### config.mk
export PLATFORM = sky130hd
export DESIGN_NAME = cart_classify
export DESIGN_NICKNAME = d
export VERILOG_FILES = /design/src/verilog/snes_cart_pkg.sv /design/src/verilog/cart_classify.sv
export SDC_FILE = /design/constraint.sdc
export NUM_CORES = 1
export LEC_CHECK = 0
export ABC_AREA = 1
export BUFFER_PORTS_ARGS = -buffer_cell sky130_fd_sc_hd__buf_2
export CORE_ASPECT_RATIO = 2
export CORE_MARGIN = 4
export CORE_UTILIZATION = 50
export CTS_CLUSTER_SIZE = 12
export DETAILED_ROUTE_END_ITERATION = 8
export PLACE_DENSITY = 0.9
export SKIP_CTS_REPAIR_TIMING = 1
export SYNTH_ARGS = -nofsm -noshare
export SYNTH_HDL_FRONTEND = slang
export SYNTH_SLANG_ARGS = --single-unit
### constraint.sdc
create_clock -name clk_sys -period 4.4 [get_ports clk_sys]
set_input_delay 0.22 -clock clk_sys [delete_from_list [all_inputs] [get_ports clk_sys]]
set_output_delay 0.22 -clock clk_sys [all_outputs]
set_load 0.05 [all_outputs]
### src/verilog/snes_cart_pkg.sv
`default_nettype none

package snes_cart_pkg;

	// ==================================================
	// Cartridge layout and enhancement chip codes
	// ==================================================

	typedef enum logic [1:0] {
		map_lo   = 2'd0,
		map_hi   = 2'd1,
		map_exhi = 2'd2
	} map_layout_e;

	// Upper nibble of the rom-type byte
	// st0xx reuses the dsp1 code plus extra bits
	typedef enum logic [3:0] {
		chip_none = 4'h0,
		chip_sdd1 = 4'h5,
		chip_sa1  = 4'h6,
		chip_gsu  = 4'h7,
		chip_dsp1 = 4'h8,
		chip_dsp2 = 4'h9,
		chip_dsp3 = 4'hA,
		chip_dsp4 = 4'hB,
		chip_obc1 = 4'hC
	} cart_chip_e;

	// ==================================================
	// Bundles passed between blocks
	// ==================================================

	typedef struct packed {
		logic [23:0] addr;
		logic [15:0] data;
	} load_beat_t;

	typedef struct packed {
		logic [7:0] mapper;
		logic [7:0] chip_type;
		logic [3:0] rom_size;
		logic [3:0] ram_size;
		logic [7:0] company;
	} cart_header_t;

	typedef struct packed {
		logic [7:0]  rom_type;
		logic [23:0] rom_mask;
		logic [23:0] ram_mask;
	} cart_info_t;

	typedef struct packed {
		logic [31:0] lba;
		logic        rd;
		logic        wr;
	} sd_req_t;

	// Internal header offsets inside the 32 KiB bank
	localparam logic [14:0] HDR_MAPPER_OFS  = 15'h7FD4;
	localparam logic [14:0] HDR_TYPE_OFS    = 15'h7FD6;
	localparam logic [14:0] HDR_RAM_OFS     = 15'h7FD8;
	localparam logic [14:0] HDR_COMPANY_OFS = 15'h7FDA;

	// 512 byte SD sectors
	localparam int SECTOR_SIZE_LOG2 = 9;
	// Size fields count in 1 KiB units
	localparam int MASK_UNIT_LOG2   = 10;
	// SuperFX carts always get 64 KiB of save RAM
	localparam int GSU_RAM_LOG2     = 6;

endpackage

`default_nettype wire

### src/verilog/cart_classify.sv
`timescale 1ns/1ns
`default_nettype none

module cart_classify (
	input  wire                           clk_sys,
	input  wire                           reset,
	input  wire snes_cart_pkg::map_layout_e   map_layout,
	input  wire                           download,
	input  wire snes_cart_pkg::cart_header_t  header,
	output snes_cart_pkg::cart_info_t         cart_info,
	output logic                          cart_ready
);
	import snes_cart_pkg::*;

	logic        download_q;
	logic        download_fall;
	logic [7:0]  mapper;
	logic [7:0]  chip_type;
	logic [4:0]  rom_shift;
	logic [23:0] rom_mask_next;
	logic [23:0] ram_mask_next;
	cart_chip_e  chip;
	logic        st_flag;
	logic        st_small;
	logic        gsu_ram;
	logic [3:0]  chip_nib;

	assign download_fall = download_q && !download;
	assign mapper        = header.mapper;
	assign chip_type     = header.chip_type;

	// Small ROMs are rounded up to 4 MiB
	assign rom_shift     = (header.rom_size < 4'd7) ? 5'd12 : {1'b0, header.rom_size};
	assign rom_mask_next = (24'd1 << (MASK_UNIT_LOG2 + rom_shift)) - 24'd1;
	assign ram_mask_next = (header.ram_size == 4'd0) ? 24'd0 :
		(24'd1 << (MASK_UNIT_LOG2 + header.ram_size)) - 24'd1;

	// ==================================================
	// Enhancement chip rules, first match wins
	// ==================================================

	always_comb begin
		chip     = chip_none;
		st_flag  = 1'b0;
		st_small = 1'b0;
		gsu_ram  = 1'b0;
		if (mapper == 8'h30 && chip_type == 8'h05 && header.company == 8'hB2) begin
			chip = chip_dsp3;
		end else if (((mapper == 8'h20 || mapper == 8'h21) && chip_type == 8'h03) ||
				(mapper == 8'h30 && chip_type == 8'h05) ||
				(mapper == 8'h31 && (chip_type == 8'h03 || chip_type == 8'h05))) begin
			chip = chip_dsp1;
		end else if (mapper == 8'h20 && chip_type == 8'h05) begin
			chip = chip_dsp2;
		end else if (mapper == 8'h30 && chip_type == 8'h03) begin
			chip = chip_dsp4;
		end else if (mapper == 8'h30 && chip_type == 8'h25) begin
			chip = chip_obc1;
		end else if (mapper == 8'h32 && (chip_type == 8'h43 || chip_type == 8'h45)) begin
			chip = chip_sdd1;
		end else if (mapper == 8'h30 && chip_type == 8'hF6) begin
			// Seta st0xx, smaller boards flagged in bit 5
			chip     = chip_dsp1;
			st_flag  = 1'b1;
			st_small = header.rom_size < 4'd10;
		end else if (mapper == 8'h20 && (chip_type == 8'h13 || chip_type == 8'h14 ||
				chip_type == 8'h15 || chip_type == 8'h1A)) begin
			chip    = chip_gsu;
			gsu_ram = 1'b1;
		end else if (mapper == 8'h23 && (chip_type == 8'h32 || chip_type == 8'h34 ||
				chip_type == 8'h35)) begin
			chip = chip_sa1;
		end
	end

	assign chip_nib = chip | {2'b00, st_small, 1'b0};

	always_ff @(posedge clk_sys) begin
		if (reset) begin
			download_q <= 1'b0;
			cart_ready <= 1'b0;
		end else begin
			download_q <= download;
			if (download && !download_q) begin
				cart_ready <= 1'b0;
			end else if (download_fall) begin
				cart_ready <= 1'b1;
			end
		end
	end

	// Result latched once the whole image is in
	always_ff @(posedge clk_sys) begin
		if (download_fall) begin
			cart_info.rom_type <= {chip_nib, st_flag, 1'b0, map_layout};
			cart_info.rom_mask <= rom_mask_next;
			cart_info.ram_mask <= gsu_ram ?
				(24'd1 << (MASK_UNIT_LOG2 + GSU_RAM_LOG2)) - 24'd1 : ram_mask_next;
		end
	end

endmodule

`default_nettype wire

== Word level (Yosys, flattened, before mapping) ==
Cells that the tools add are included.
W data, S select, Z words.

* Bits in writable memories: 0
* Memories kept: 0
* Word-level logic and storage cells: 92
* Latch bits: 0
* ROM bits: 0
* Input port bits: 37
* Register bits: 57

* Add/subtract/negate cells: 4
* Mux-type cells: 27
* Reduce and logical (&&, ||, !) cells: 29
* Bitwise operators: 1
* Div/mod/pow operators: 0
* Shifts and indexed selects: 2
* Order comparisons: 2
* $mul: 0
* Equal/unequal tests: 20

{| class="wikitable"
|+ Operator list
! operator !! number
|-
| $eq A8 B6 Y1 const B || 10
|-
| $shl A1 B5 Y24 const A || 2
|-
| $sub A24 B1 Y24 const B || 2
|-
| $eq A8 B5 Y1 const B || 4
|-
| $mux W4 || 8
|-
| $eq A8 B7 Y1 const B || 2
|-
| $eq A8 B8 Y1 const B || 2
|-
| $mux W1 || 16
|-
| $mux W16 || 1
|-
| $logic_and A1 B1 Y1 || 13
|-
| $add A4 B4 Y5 const A || 2
|-
| $logic_or A1 B1 Y1 || 10
|-
| $eq A8 B2 Y1 const B || 1
|-
| $eq A8 B3 Y1 const B || 1
|-
| $mux W3 || 2
|-
| $reduce_or A6 Y1 || 1
|-
| $logic_not A4 Y1 || 1
|-
| $lt A4 B3 Y1 const B || 1
|-
| $lt A4 B4 Y1 const B || 1
|-
| $or A4 B2 Y4 || 1
|-
| $reduce_or A2 Y1 || 2
|-
| $logic_not A1 Y1 || 2
|}

== Logic depth before layout (Yosys ltp) ==
Gate-level depths: netlist (run 1).

* Depth after elaboration: 14
* Mapped depth: 12
* Depth with buffers taken out: 11

== Least setup slack after synthesis (run 1) ==
OpenSTA, ideal clock, no wires.

* Path kind: register to register
* From: register download_q
* To: register cart_info[0] in the netlist's numbering, enable pin
* Arrival time: 2.690 ns
* Library setup time: 0.471 ns
* Slack: 1.239 ns
* Cell stages (with the launch flop): 3
* Cells stage by stage: dfxtp_1 inv_1 nor2_1

* Longest elaborated chain between the ends: 1

{| class="wikitable"
|+ RTL lines
! item !! line !! text
|-
| from (decl) || cart_classify.sv:15 || <nowiki>logic download_q;</nowiki>
|-
| from (signal assigned) || cart_classify.sv:83 || <nowiki>download_q <= download;</nowiki>
|-
| $logic_and A1 B1 Y1 || cart_classify.sv:28 || <nowiki>assign download_fall = download_q && !download;</nowiki>
|-
| via download_fall || cart_classify.sv:16 || <nowiki>logic download_fall;</nowiki>
|-
| to (decl) || cart_classify.sv:10 || <nowiki>output snes_cart_pkg::cart_info_t cart_info,</nowiki>
|}

The timed path passes the listed nets, and every way through them passes these cells.
A chain may end at the register's enable or synchronous reset.

== Final worst setup path (run 1) ==
* From: input port header[9] in the netlist's numbering
* To: register cart_info[6] in the netlist's numbering (data pin)

* Longest elaborated chain between the ends: 4
* Elaborated cells on any way between the ends: 5
* Classes of those cells: add/sub (2); shift (1); mux (1); reduce/logical (1)

{| class="wikitable"
|+ RTL lines
! item !! line !! text
|-
| from (decl) || cart_classify.sv:9 || <nowiki>input wire snes_cart_pkg::cart_header_t header,</nowiki>
|-
| $add A4 B4 Y5 || cart_classify.sv:36 || <nowiki>(24'd1 << (MASK_UNIT_LOG2 + header.ram_size)) - 24'd1;</nowiki>
|-
| $shl A1 B5 Y24 || cart_classify.sv:36 ||
|-
| $sub A24 B1 Y24 || cart_classify.sv:36 ||
|-
| $mux W16 * || cart_classify.sv:35 || <nowiki>assign ram_mask_next = (header.ram_size == 4'd0) ? 24'd0 :</nowiki>
|}

Mark *: on every way between the ends. The rest lies on a longest branch, timed or not.

==> flow_metrics.py, run 1 <==
metrics = {
    "yosys": {
        "synth_top_area_cell": "edfxtp_1",
        "ys_seq_elements": 57,
        "synth_area_leaders": "edfxtp_1 (53%), nand2_1 (7.3%), inv_1 (5.1%)",
        "ys.flop_type": "edfxtp_1",
        "synth_top_area_share_pct": 52.9,
        "ys_types": 40,
        "ys_top_cells_by_count": "nand2_1 (61), edfxtp_1 (55), inv_1 (42)",
        "netlist_instances": 337,
        "synth.avg_cell_area_sq_um": 9.26,
        "ys_seq_area_share_pct": 54.2,
        "yosysMostFrequentCell": "nand2_1",
        "synthArstFlopShare_pct": 0,
        "yosys_warnings": 0,
        "synth-edff-count": 55,
        "mappedNetlistArea_sq_um": 3120,
    },
    "critical_path": {
        "critical_path_buf_inv_count": 1,
        "crit_type": "in -> reg",
        "cp-start-kind": "primary input",
        "rrSetupSlack_ns": 2.60,
        "path_cells": "buf_2 -> ha_1 -> nor2_2 -> nand2_1 -> ha_1 -> a21boi_0 -> nand3_1 -> nand2_1 -> o21ai_1",
        "critPathRequiredTime_ns": 4.44,
        "crit_fanout": 10,
        "reg2reg_from": "download_q",
        "worst_path_largest_cell_delay_ns": 0.58,
        "r2r_end": "cart_info[12]",
        "crit_path_end_kind": "flop",
        "slowest_stage": "ha_1",
        "crit_family": "adder cells",
        "worstPathArrival_ns": 1.94,
        "r2r_cells": 3,
    },
    "sta": {
        "setup_viol": 0,
        "final.min_clock_period_ns": 1.89,
        "fin_tns_setup_ns": 0,
        "finalCritPeriodShare_pct": 43.0,
        "final.setup_skew_ns": 0.00652,
        "drv_slew": 0,
        "hold_viol": 0,
        "max-slew-margin-rel_pct": 41.5,
        "max_freq_ghz": 0.528,
        "rsz0062_at_grt": "false",
        "worst_slew_pin_slew_ns": 0.875,
    },
    "global_route": {
        "grt_max_degree": 35,
        "antenna_found_initial": 0,
        "grt_pass1_wl_mm": 10.9,
        "grt_remaining_overflow": 0,
        "grt_usage_pct": 18.3,
        "grt_pass1_vias": 2545,
    },
    "final_layout": {
        "n_antenna_cell": 0,
        "fillers": 509,
        "nNetsFinal": 477,
        "layout-drive-gt1-share_pct": 32.3,
        "syn_to_final_growth_pct": 25.9,
        "stdcell_count": 524,
    },
    "worst_hold_path": {
        "hold_path.class": "in -> reg",
        "holdPathStages": 1,
        "hold_path_end": "cart_info[48]",
        "min-delay-start": "map_layout[0]",
    },
    "floorplan": {
        "start_util_pct": 51.5,
        "core_sq_um": 6060,
        "die_h_um": 120,
        "die_area_sq_um": 7650,
        "die_w_um": 63.9,
        "boundaryPins": 94,
        "num_rows": 40,
    },
    "clock_network": {
        "clk_latency_ns": 0.32,
        "cts_buffers": 9,
        "cts_tree": "done",
        "cts-root-buf": "clkbuf_16",
        "clk_pin_slew_ns": 0.05,
        "clock_path_buffers": 2,
        "cts_max_level": 3,
        "clock_sinks": 57,
    },
    "power_and_ir_drop": {
        "peakVddDrop_v": 0.000167,
        "finalPower_uw": 1460,
        "powerDensity_nw_per_um2": 371,
        "leakagePower_uw": 0.00185,
    },
    "placed_design": {
        "dp.cells": 509,
        "hpwl_mm": 5.37,
        "gp_congestion": 0.906,
        "port_buffers": 92,
    },
    "route": {
        "ant_nets": 0,
        "post_drt_via_cell_ratio": 4.97,
        "dr.pass1.iters": 5,
        "via_count": 2602,
        "drt_iter0_drc": 119,
        "post_drt_wl_per_cell_um": 12.8,
        "finalWirelength_mm": 6.68,
        "drcViolationCount": 0,
    },
    "run": {
        "max_cap_viol_count": 0,
    },
    "status": {
        "status": "completed",
    },
}
logic make-up after synthesis:
kind of cell | Yosys count | synth area share (%)
buf+inv | 61 | 8.42
other cells | 2 | 0.241
fa+ha+maj | 4 | 1.60
compound gates | 37 | 6.69
flops | 57 | 54.2
simple gates | 172 | 27.7
xor+xnor | 4 | 1.12
area by class of cell:
cell class	instances	area, sq um	share of cell area, %
Clock buffer	15	278	7.07
Inverter	47	180	4.58
Multi-Input combinational cell	228	1210	30.7
Sequential cell	57	1690	43.0
Tap cell	84	105	2.67
Timing Repair Buffer	93	468	11.9
power breakdown:
part	total (uW)	leakage [uW]	switching, uW	internal [uW]
logic	213	0.00119	154	59.3
clock network	622	0.000136	200	422
registers	624	0.000520	3.54	620
total	1460	0.00185	358	1100
per-layer routing:
layer	track usage, %	up-vias	wire length, um
met5	0	-	0
met4	13.1	0	296
met3	3.65	23	331
met2	33.5	93	3740
met1	17.3	1179	2320
li1	-	1307	-
worst reg2reg max path, stage by stage, from the launching register on:
cell and delay (ns):
dfxtp_1 0.30, inv_1 0.07, nor2_4 0.67, buf_4 0.44
layout by cell type, fill, tap and decap left out, types with 8 or more instances in the layout:
cell type / instances
nand4_1: 8
conb_1: 11
nand3_1: 29
inv_1: 42
nor2_1: 39
buf_2: 92
nand2_1: 61
o21ai_0: 14
clkbuf_16: 9
a21oi_1: 11
edfxtp_1: 55
sequential cells by signal (all words and copies together), names as in the netlist:
name	flops
cart_ready	1
cart_info	55
download_q	1
how the worst max path moves through the flow:
stage / start / endpoint / slack [ns] / cells past startpoint
2_1_floorplan: download_q / cart_info[0] / 1.24 / 2
3_3_place_gp: header[9] / cart_info[2] / 2.21 / 8
3_5_place_dp: header[9] / cart_info[2] / 2.18 / 8
4_1_cts: header[9] / cart_info[2] / 2.51 / 8
5_1_grt: header[9] / cart_info[8] / 2.32 / 10
6_report: header[9] / cart_info[6] / 2.51 / 9
through the flow:
stage	area [sq um]	worst slack [ns]	hold WS, ns	util (%)
floorplan	3160	1.24	0.291	-
global placement	3650	2.21	0.393	60.3
detailed placement	3650	2.18	0.399	60.3
CTS	3930	2.51	0.0661	64.9
global route	3930	2.32	0.0716	64.9
finish	3930	2.51	0.0745	64.9
Note: power is estimated with default switching activity, not from simulation.
==> run 2: changes to the inputs <==
ABC_AREA = 0   (was 1)
PLACE_DENSITY = 0.91   (was 0.9)
clock period = 1.9 ns   (was 4.4 ns; I/O delays follow)
==> flow_metrics.py, run 2 <==
metrics = {
    "sta": {
        "final.setup_skew_ns": 0.00523,
        "setup_viol": 0,
        "max_freq_ghz": 0.538,
        "finalCritPeriodShare_pct": 97.8,
        "finalWorstSetupSlack_ns": 0.0416,
        "rsz0062_at_grt": "false",
        "final.min_clock_period_ns": 1.86,
        "hold_viol": 0,
        "drv_slew": 0,
    },
    "global_route": {
        "grt_max_degree": 41,
        "grtUsageMet2_pct": 39.4,
        "grt_pass1_vias": 2365,
        "grt_pass1_wl_mm": 11.5,
        "grt_remaining_overflow": 0,
        "grtUsageMet3_pct": 4.78,
        "grt_usage_pct": 20.6,
        "gr-max-usage-layer": "met2",
        "antenna_found_initial": 0,
        "use_met1_pct": 18.9,
    },
    "placed_design": {
        "hpwl_mm": 5.20,
        "port_buffers": 92,
        "placed_area_sq_um": 3580,
        "gp_congestion": 0.933,
        "post-place-ws_ns": -0.256,
    },
    "yosys": {
        "yosys_warnings": 0,
        "yosysMostFrequentCell": "edfxtp_1",
        "ys_top_cells_by_count": "edfxtp_1 (55), nand2_1 (20), nor2_1 (20)",
        "synth_top_area_cell": "edfxtp_1",
        "ys_seq_elements": 57,
        "synth_top_area_share_pct": 55.6,
        "ys.flop_type": "edfxtp_1",
        "synth_area_leaders": "edfxtp_1 (56%), o21ai_0 (3.2%), nand2_1 (2.5%)",
        "ys_types": 61,
        "synthArstFlopShare_pct": 0,
        "synth-edff-count": 55,
        "synth.avg_cell_area_sq_um": 11.2,
        "netlist_instances": 265,
        "ys_seq_area_share_pct": 56.9,
        "mappedNetlistArea_sq_um": 2970,
    },
    "clock_network": {
        "cts_buffers": 9,
        "cts-root-buf": "clkbuf_16",
        "clk_pin_slew_ns": 0.05,
        "clk_latency_ns": 0.32,
        "clock_sinks": 57,
        "clock_path_buffers": 2,
        "cts_max_level": 3,
        "cts_tree": "done",
    },
    "final_layout": {
        "reg.largest.list": "cart_info: 55 flops, cart_ready: 1 flops, download_q: 1 flops",
        "nNetsFinal": 413,
        "final_common_cell": "buf_2",
        "syn_to_final_growth_pct": 33.2,
        "n_antenna_cell": 0,
        "largest_reg_flops": 55,
        "layout_common_cells": "buf_2 (92), edfxtp_1 (55), nand2_1 (20), nor2_1 (20), o21ai_0 (17)",
        "regMostFlops": "cart_info",
        "layout-drive-gt1-share_pct": 38.5,
        "stdcell_area_sq_um": 3960,
    },
    "critical_path": {
        "crit_type": "in -> reg",
        "crit_fanout": 4,
        "crit_path_end_kind": "flop",
        "worstPathArrival_ns": 1.92,
        "critPathRequiredTime_ns": 1.96,
        "cp-start-kind": "primary input",
    },
    "route": {
        "drt_iter0_drc": 191,
        "via_count": 2540,
        "ant_nets": 0,
        "dr.pass1.iters": 5,
        "finalWirelength_mm": 7.54,
        "post_drt_wl_per_cell_um": 17.2,
        "drcViolationCount": 0,
        "post_drt_via_cell_ratio": 5.80,
    },
    "floorplan": {
        "die_h_um": 117,
        "start_util_pct": 51.6,
        "die_w_um": 62.5,
        "num_rows": 39,
        "boundaryPins": 94,
        "die_area_sq_um": 7320,
        "core_sq_um": 5760,
    },
    "power_and_ir_drop": {
        "leakagePower_uw": 0.00167,
        "peakVddDrop_v": 0.000777,
        "powerDensity_nw_per_um2": 960,
    },
    "status": {
        "status": "completed",
    },
    "worst_hold_path": {
        "hold_path.class": "in -> reg",
    },
    "run": {
        "max_cap_viol_count": 0,
    },
}
==> run 2: changes by cell type after synthesis, sizes merged, moves of 6 or more <==
cell	delta
nand2	-54
nand2b	+12
nand4	-6
nor2	-28
nand3	-26
inv	-39
==> run 2: power by group <==
part | switching (uW) | leakage (uW) | internal (uW)
clock | 566 | 0.000171 | 1290
sequential | 11.1 | 0.000561 | 1430
combinational | 336 | 0.000939 | 165
==> run 2: critical path: stages <==
cell      delay (ns)
buf_2           0.12
ha_4            0.23
nand2b_4        0.14
or4_4           0.48
ha_2            0.22
nand2_1         0.08
o22ai_1         0.08
a31oi_1         0.18
xor2_1          0.21
nor3_1          0.06
==> run 2: path summary, 6_finish.rpt <==
check             depth (start not counted)  startpoint  slack, ns            end
hold reg to reg                           2  cart_ready       0.51     cart_ready
setup reg to reg                          3  download_q       0.57   cart_info[6]
setup / recovery                         10   header[9]       0.04  cart_info[20]
hold / removal                            3    download       0.02     download_q
==> run 2: stage by stage <==
step | setup TNS, ns | power, uW | utilization [%] | hold slack, ns | cells
finish | 0 | 3800 | 68.8 | 0.0221 | 438
global route | 0 | 3900 | 68.8 | 0.0369 | 438
global placement | -1.09 | 1930 | 62.1 | 0.263 | 419
floorplan | -0.299 | 1810 | - | 0.162 | 274
CTS | 0 | 3800 | 68.2 | -0.0728 | 435
detailed placement | -1.41 | 1950 | 62.1 | 0.266 | 419
==> run 2: routing by layer <==
metal	share of wire [%]	wire [um]
met1	32	2420
met4	6.2	471
met3	6.1	461
met2	56	4190
met5	0	0
==> run 2: cell families after synthesis <==
group	after synthesis	synth area share, %
simple gates	105	20.6
xor+xnor	7	2.06
other cells	2	0.253
fa+ha+maj	4	1.68
flops	57	56.9
compound gates	60	13.5
mux	1	0.337
buf+inv	29	4.59
==> run 2: final cells by class <==
class,count,area [sq um]
well taps,61,76.3
clock inverters,7,125
multi-input cells,188,1200
clock buffers,9,225
flip-flops and latches,57,1690
fillers,398,1800
inverters,7,28.8
repair buffers,109,608
==> run 3: changes to the inputs <==
clock period = 2.1 ns   (was 1.9 ns; I/O delays follow)
==> flow_metrics.py, run 3 (synthesis gave the netlist of run 2 again) <==
metrics = {
    "sta": {
        "fin_tns_setup_ns": 0,
        "hold_viol": 0,
        "final.setup_skew_ns": 0.0122,
        "final.min_clock_period_ns": 1.86,
        "finalCritPeriodShare_pct": 88.6,
        "setup_viol": 0,
        "finalWorstSetupSlack_ns": 0.238,
        "drv_slew": 0,
        "max_freq_ghz": 0.537,
        "rsz0062_at_grt": "false",
    },
    "power_and_ir_drop": {
        "leakagePower_uw": 0.00164,
        "peakVddDrop_v": 0.000508,
        "powerDensity_nw_per_um2": 805,
        "finalPower_uw": 3140,
    },
    "final_layout": {
        "layout-drive-gt1-share_pct": 37.7,
        "final_common_cell": "buf_2",
        "reg.largest.list": "cart_info: 55 flops, cart_ready: 1 flops, download_q: 1 flops",
        "layout_common_cells": "buf_2 (92), edfxtp_1 (55), nand2_1 (20), nor2_1 (20), o21ai_0 (19)",
        "n_antenna_cell": 0,
        "regMostFlops": "cart_info",
        "syn_to_final_growth_pct": 31.1,
        "largest_reg_flops": 55,
        "stdcell_area_sq_um": 3900,
        "nNetsFinal": 413,
    },
    "global_route": {
        "grt_pass1_wl_mm": 11.4,
        "grt_remaining_overflow": 0,
        "antenna_found_initial": 0,
        "grt_pass1_vias": 2413,
        "grt_max_degree": 37,
        "grt_usage_pct": 20.1,
    },
    "floorplan": {
        "die_area_sq_um": 7320,
        "core_sq_um": 5760,
        "die_w_um": 62.5,
        "num_rows": 39,
        "boundaryPins": 94,
        "die_h_um": 117,
        "start_util_pct": 51.6,
    },
    "run": {
        "max_cap_viol_count": 0,
    },
    "placed_design": {
        "post-place-ws_ns": -0.0721,
        "port_buffers": 92,
        "placed_area_sq_um": 3580,
        "hpwl_mm": 5.09,
        "gp_congestion": 0.842,
    },
    "clock_network": {
        "cts_max_level": 3,
        "clock_path_buffers": 2,
        "clk_latency_ns": 0.33,
        "clk_pin_slew_ns": 0.06,
        "cts_buffers": 9,
        "cts_tree": "done",
        "clock_sinks": 57,
        "cts-root-buf": "clkbuf_16",
    },
    "critical_path": {
        "slowest_stage": "or4_1",
        "cp-start-kind": "primary input",
        "cp-startpoint": "header[9]",
        "rrSetupSlack_ns": 0.74,
        "crit_fanout": 4,
        "crit_type": "in -> reg",
        "worst_path_largest_cell_delay_ns": 0.49,
        "crit_path_end_kind": "flop",
        "critPathRequiredTime_ns": 2.26,
        "r2r_cells": 3,
        "path_cells": "buf_2 -> ha_4 -> nand2b_4 -> or4_1 -> ha_2 -> inv_4 -> buf_4 -> nand2_1 -> o32a_1 -> o21ai_0",
        "reg2reg_from": "download_q",
        "worstPathArrival_ns": 2.02,
        "r2r_end": "cart_info[6]",
    },
    "status": {
        "status": "completed",
    },
    "route": {
        "wl_met2_mm": 4.11,
        "ant_nets": 0,
        "finalWirelength_mm": 7.20,
        "drcViolationCount": 0,
        "met1_length_mm": 2.49,
        "dr_wl_met3_um": 400,
        "maxUsedRoutingLayer": "met4",
        "dr.pass1.iters": 5,
        "post_drt_wl_per_cell_um": 16.4,
        "via_count": 2491,
        "post_drt_via_cell_ratio": 5.69,
        "drt_iter0_drc": 175,
    },
    "worst_hold_path": {
        "hold_path.class": "in -> reg",
        "holdPathStages": 3,
        "hold_path_end": "download_q",
        "min-delay-start": "download",
    },
}
-- run 3: cell count changes in the layout (fill, tap and decap cells not counted) --
cell / change
bufinv_16: -2
clkinv_1: +2
inv_6: -2
o21ai_0: +2
o21ai_1: -2
clkbuf_1: +1
clkinv_2: +1
clkinv_4: -1
clkinvlp_4: +1
-- run 3: routing by layer --
layer | global-route usage, % | vias to the layer above
li1 | - | 1182
met1 | 20.1 | 1176
met2 | 37.8 | 111
met3 | 4.11 | 22
met4 | 12.2 | 0
met5 | 0 | -
-- run 3: final cells by class --
class                           count  area [sq um]
Sequential cell                    57          1690
Multi-Input combinational cell    188          1200
Inverter                            7          28.8
Timing Repair Buffer              109           608
Tap cell                           61          76.3
Clock inverter                      6          58.8
Fill cell                         415          1860
Clock buffer                       10           229
-- run 3: how the worst max path moves through the flow --
stage               depth (start not counted)       endpoint  slack [ns]
floorplan                                  11  cart_info[20]       0.009
global placement                           10  cart_info[20]       -0.02
detailed placement                         10  cart_info[20]       -0.07
CTS                                        10  cart_info[20]        0.26
global route                               10  cart_info[20]        0.13
finish                                     10  cart_info[12]        0.24
-- run 3: where the power goes --
group	switching, uW	internal [uW]	total, uW	leakage (uW)
logic	303	146	449	0.000938
registers	8.71	1290	1300	0.000561
clock network	477	907	1380	0.000138
total	789	2350	3140	0.00164
-- run 3: metrics by stage --
step | utilization, % | cells | hold WS (ns)
after global routing | 67.7 | 438 | 0.0432
after detailed placement | 62.1 | 419 | 0.279
after CTS | 67.1 | 435 | -0.0631
final | 67.7 | 438 | 0.0387
after global placement | 62.1 | 419 | 0.272
after floorplan | - | 274 | 0.172
-- run 3: worst max-delay path: cells and delay by family --
kind,cells,cell delay [ns]
adder cells (fa/ha/maj),2,0.47
AND/OR/NAND/NOR,3,0.69
buffers and inverters,3,0.28
AO/OA/AOI/OAI,2,0.46
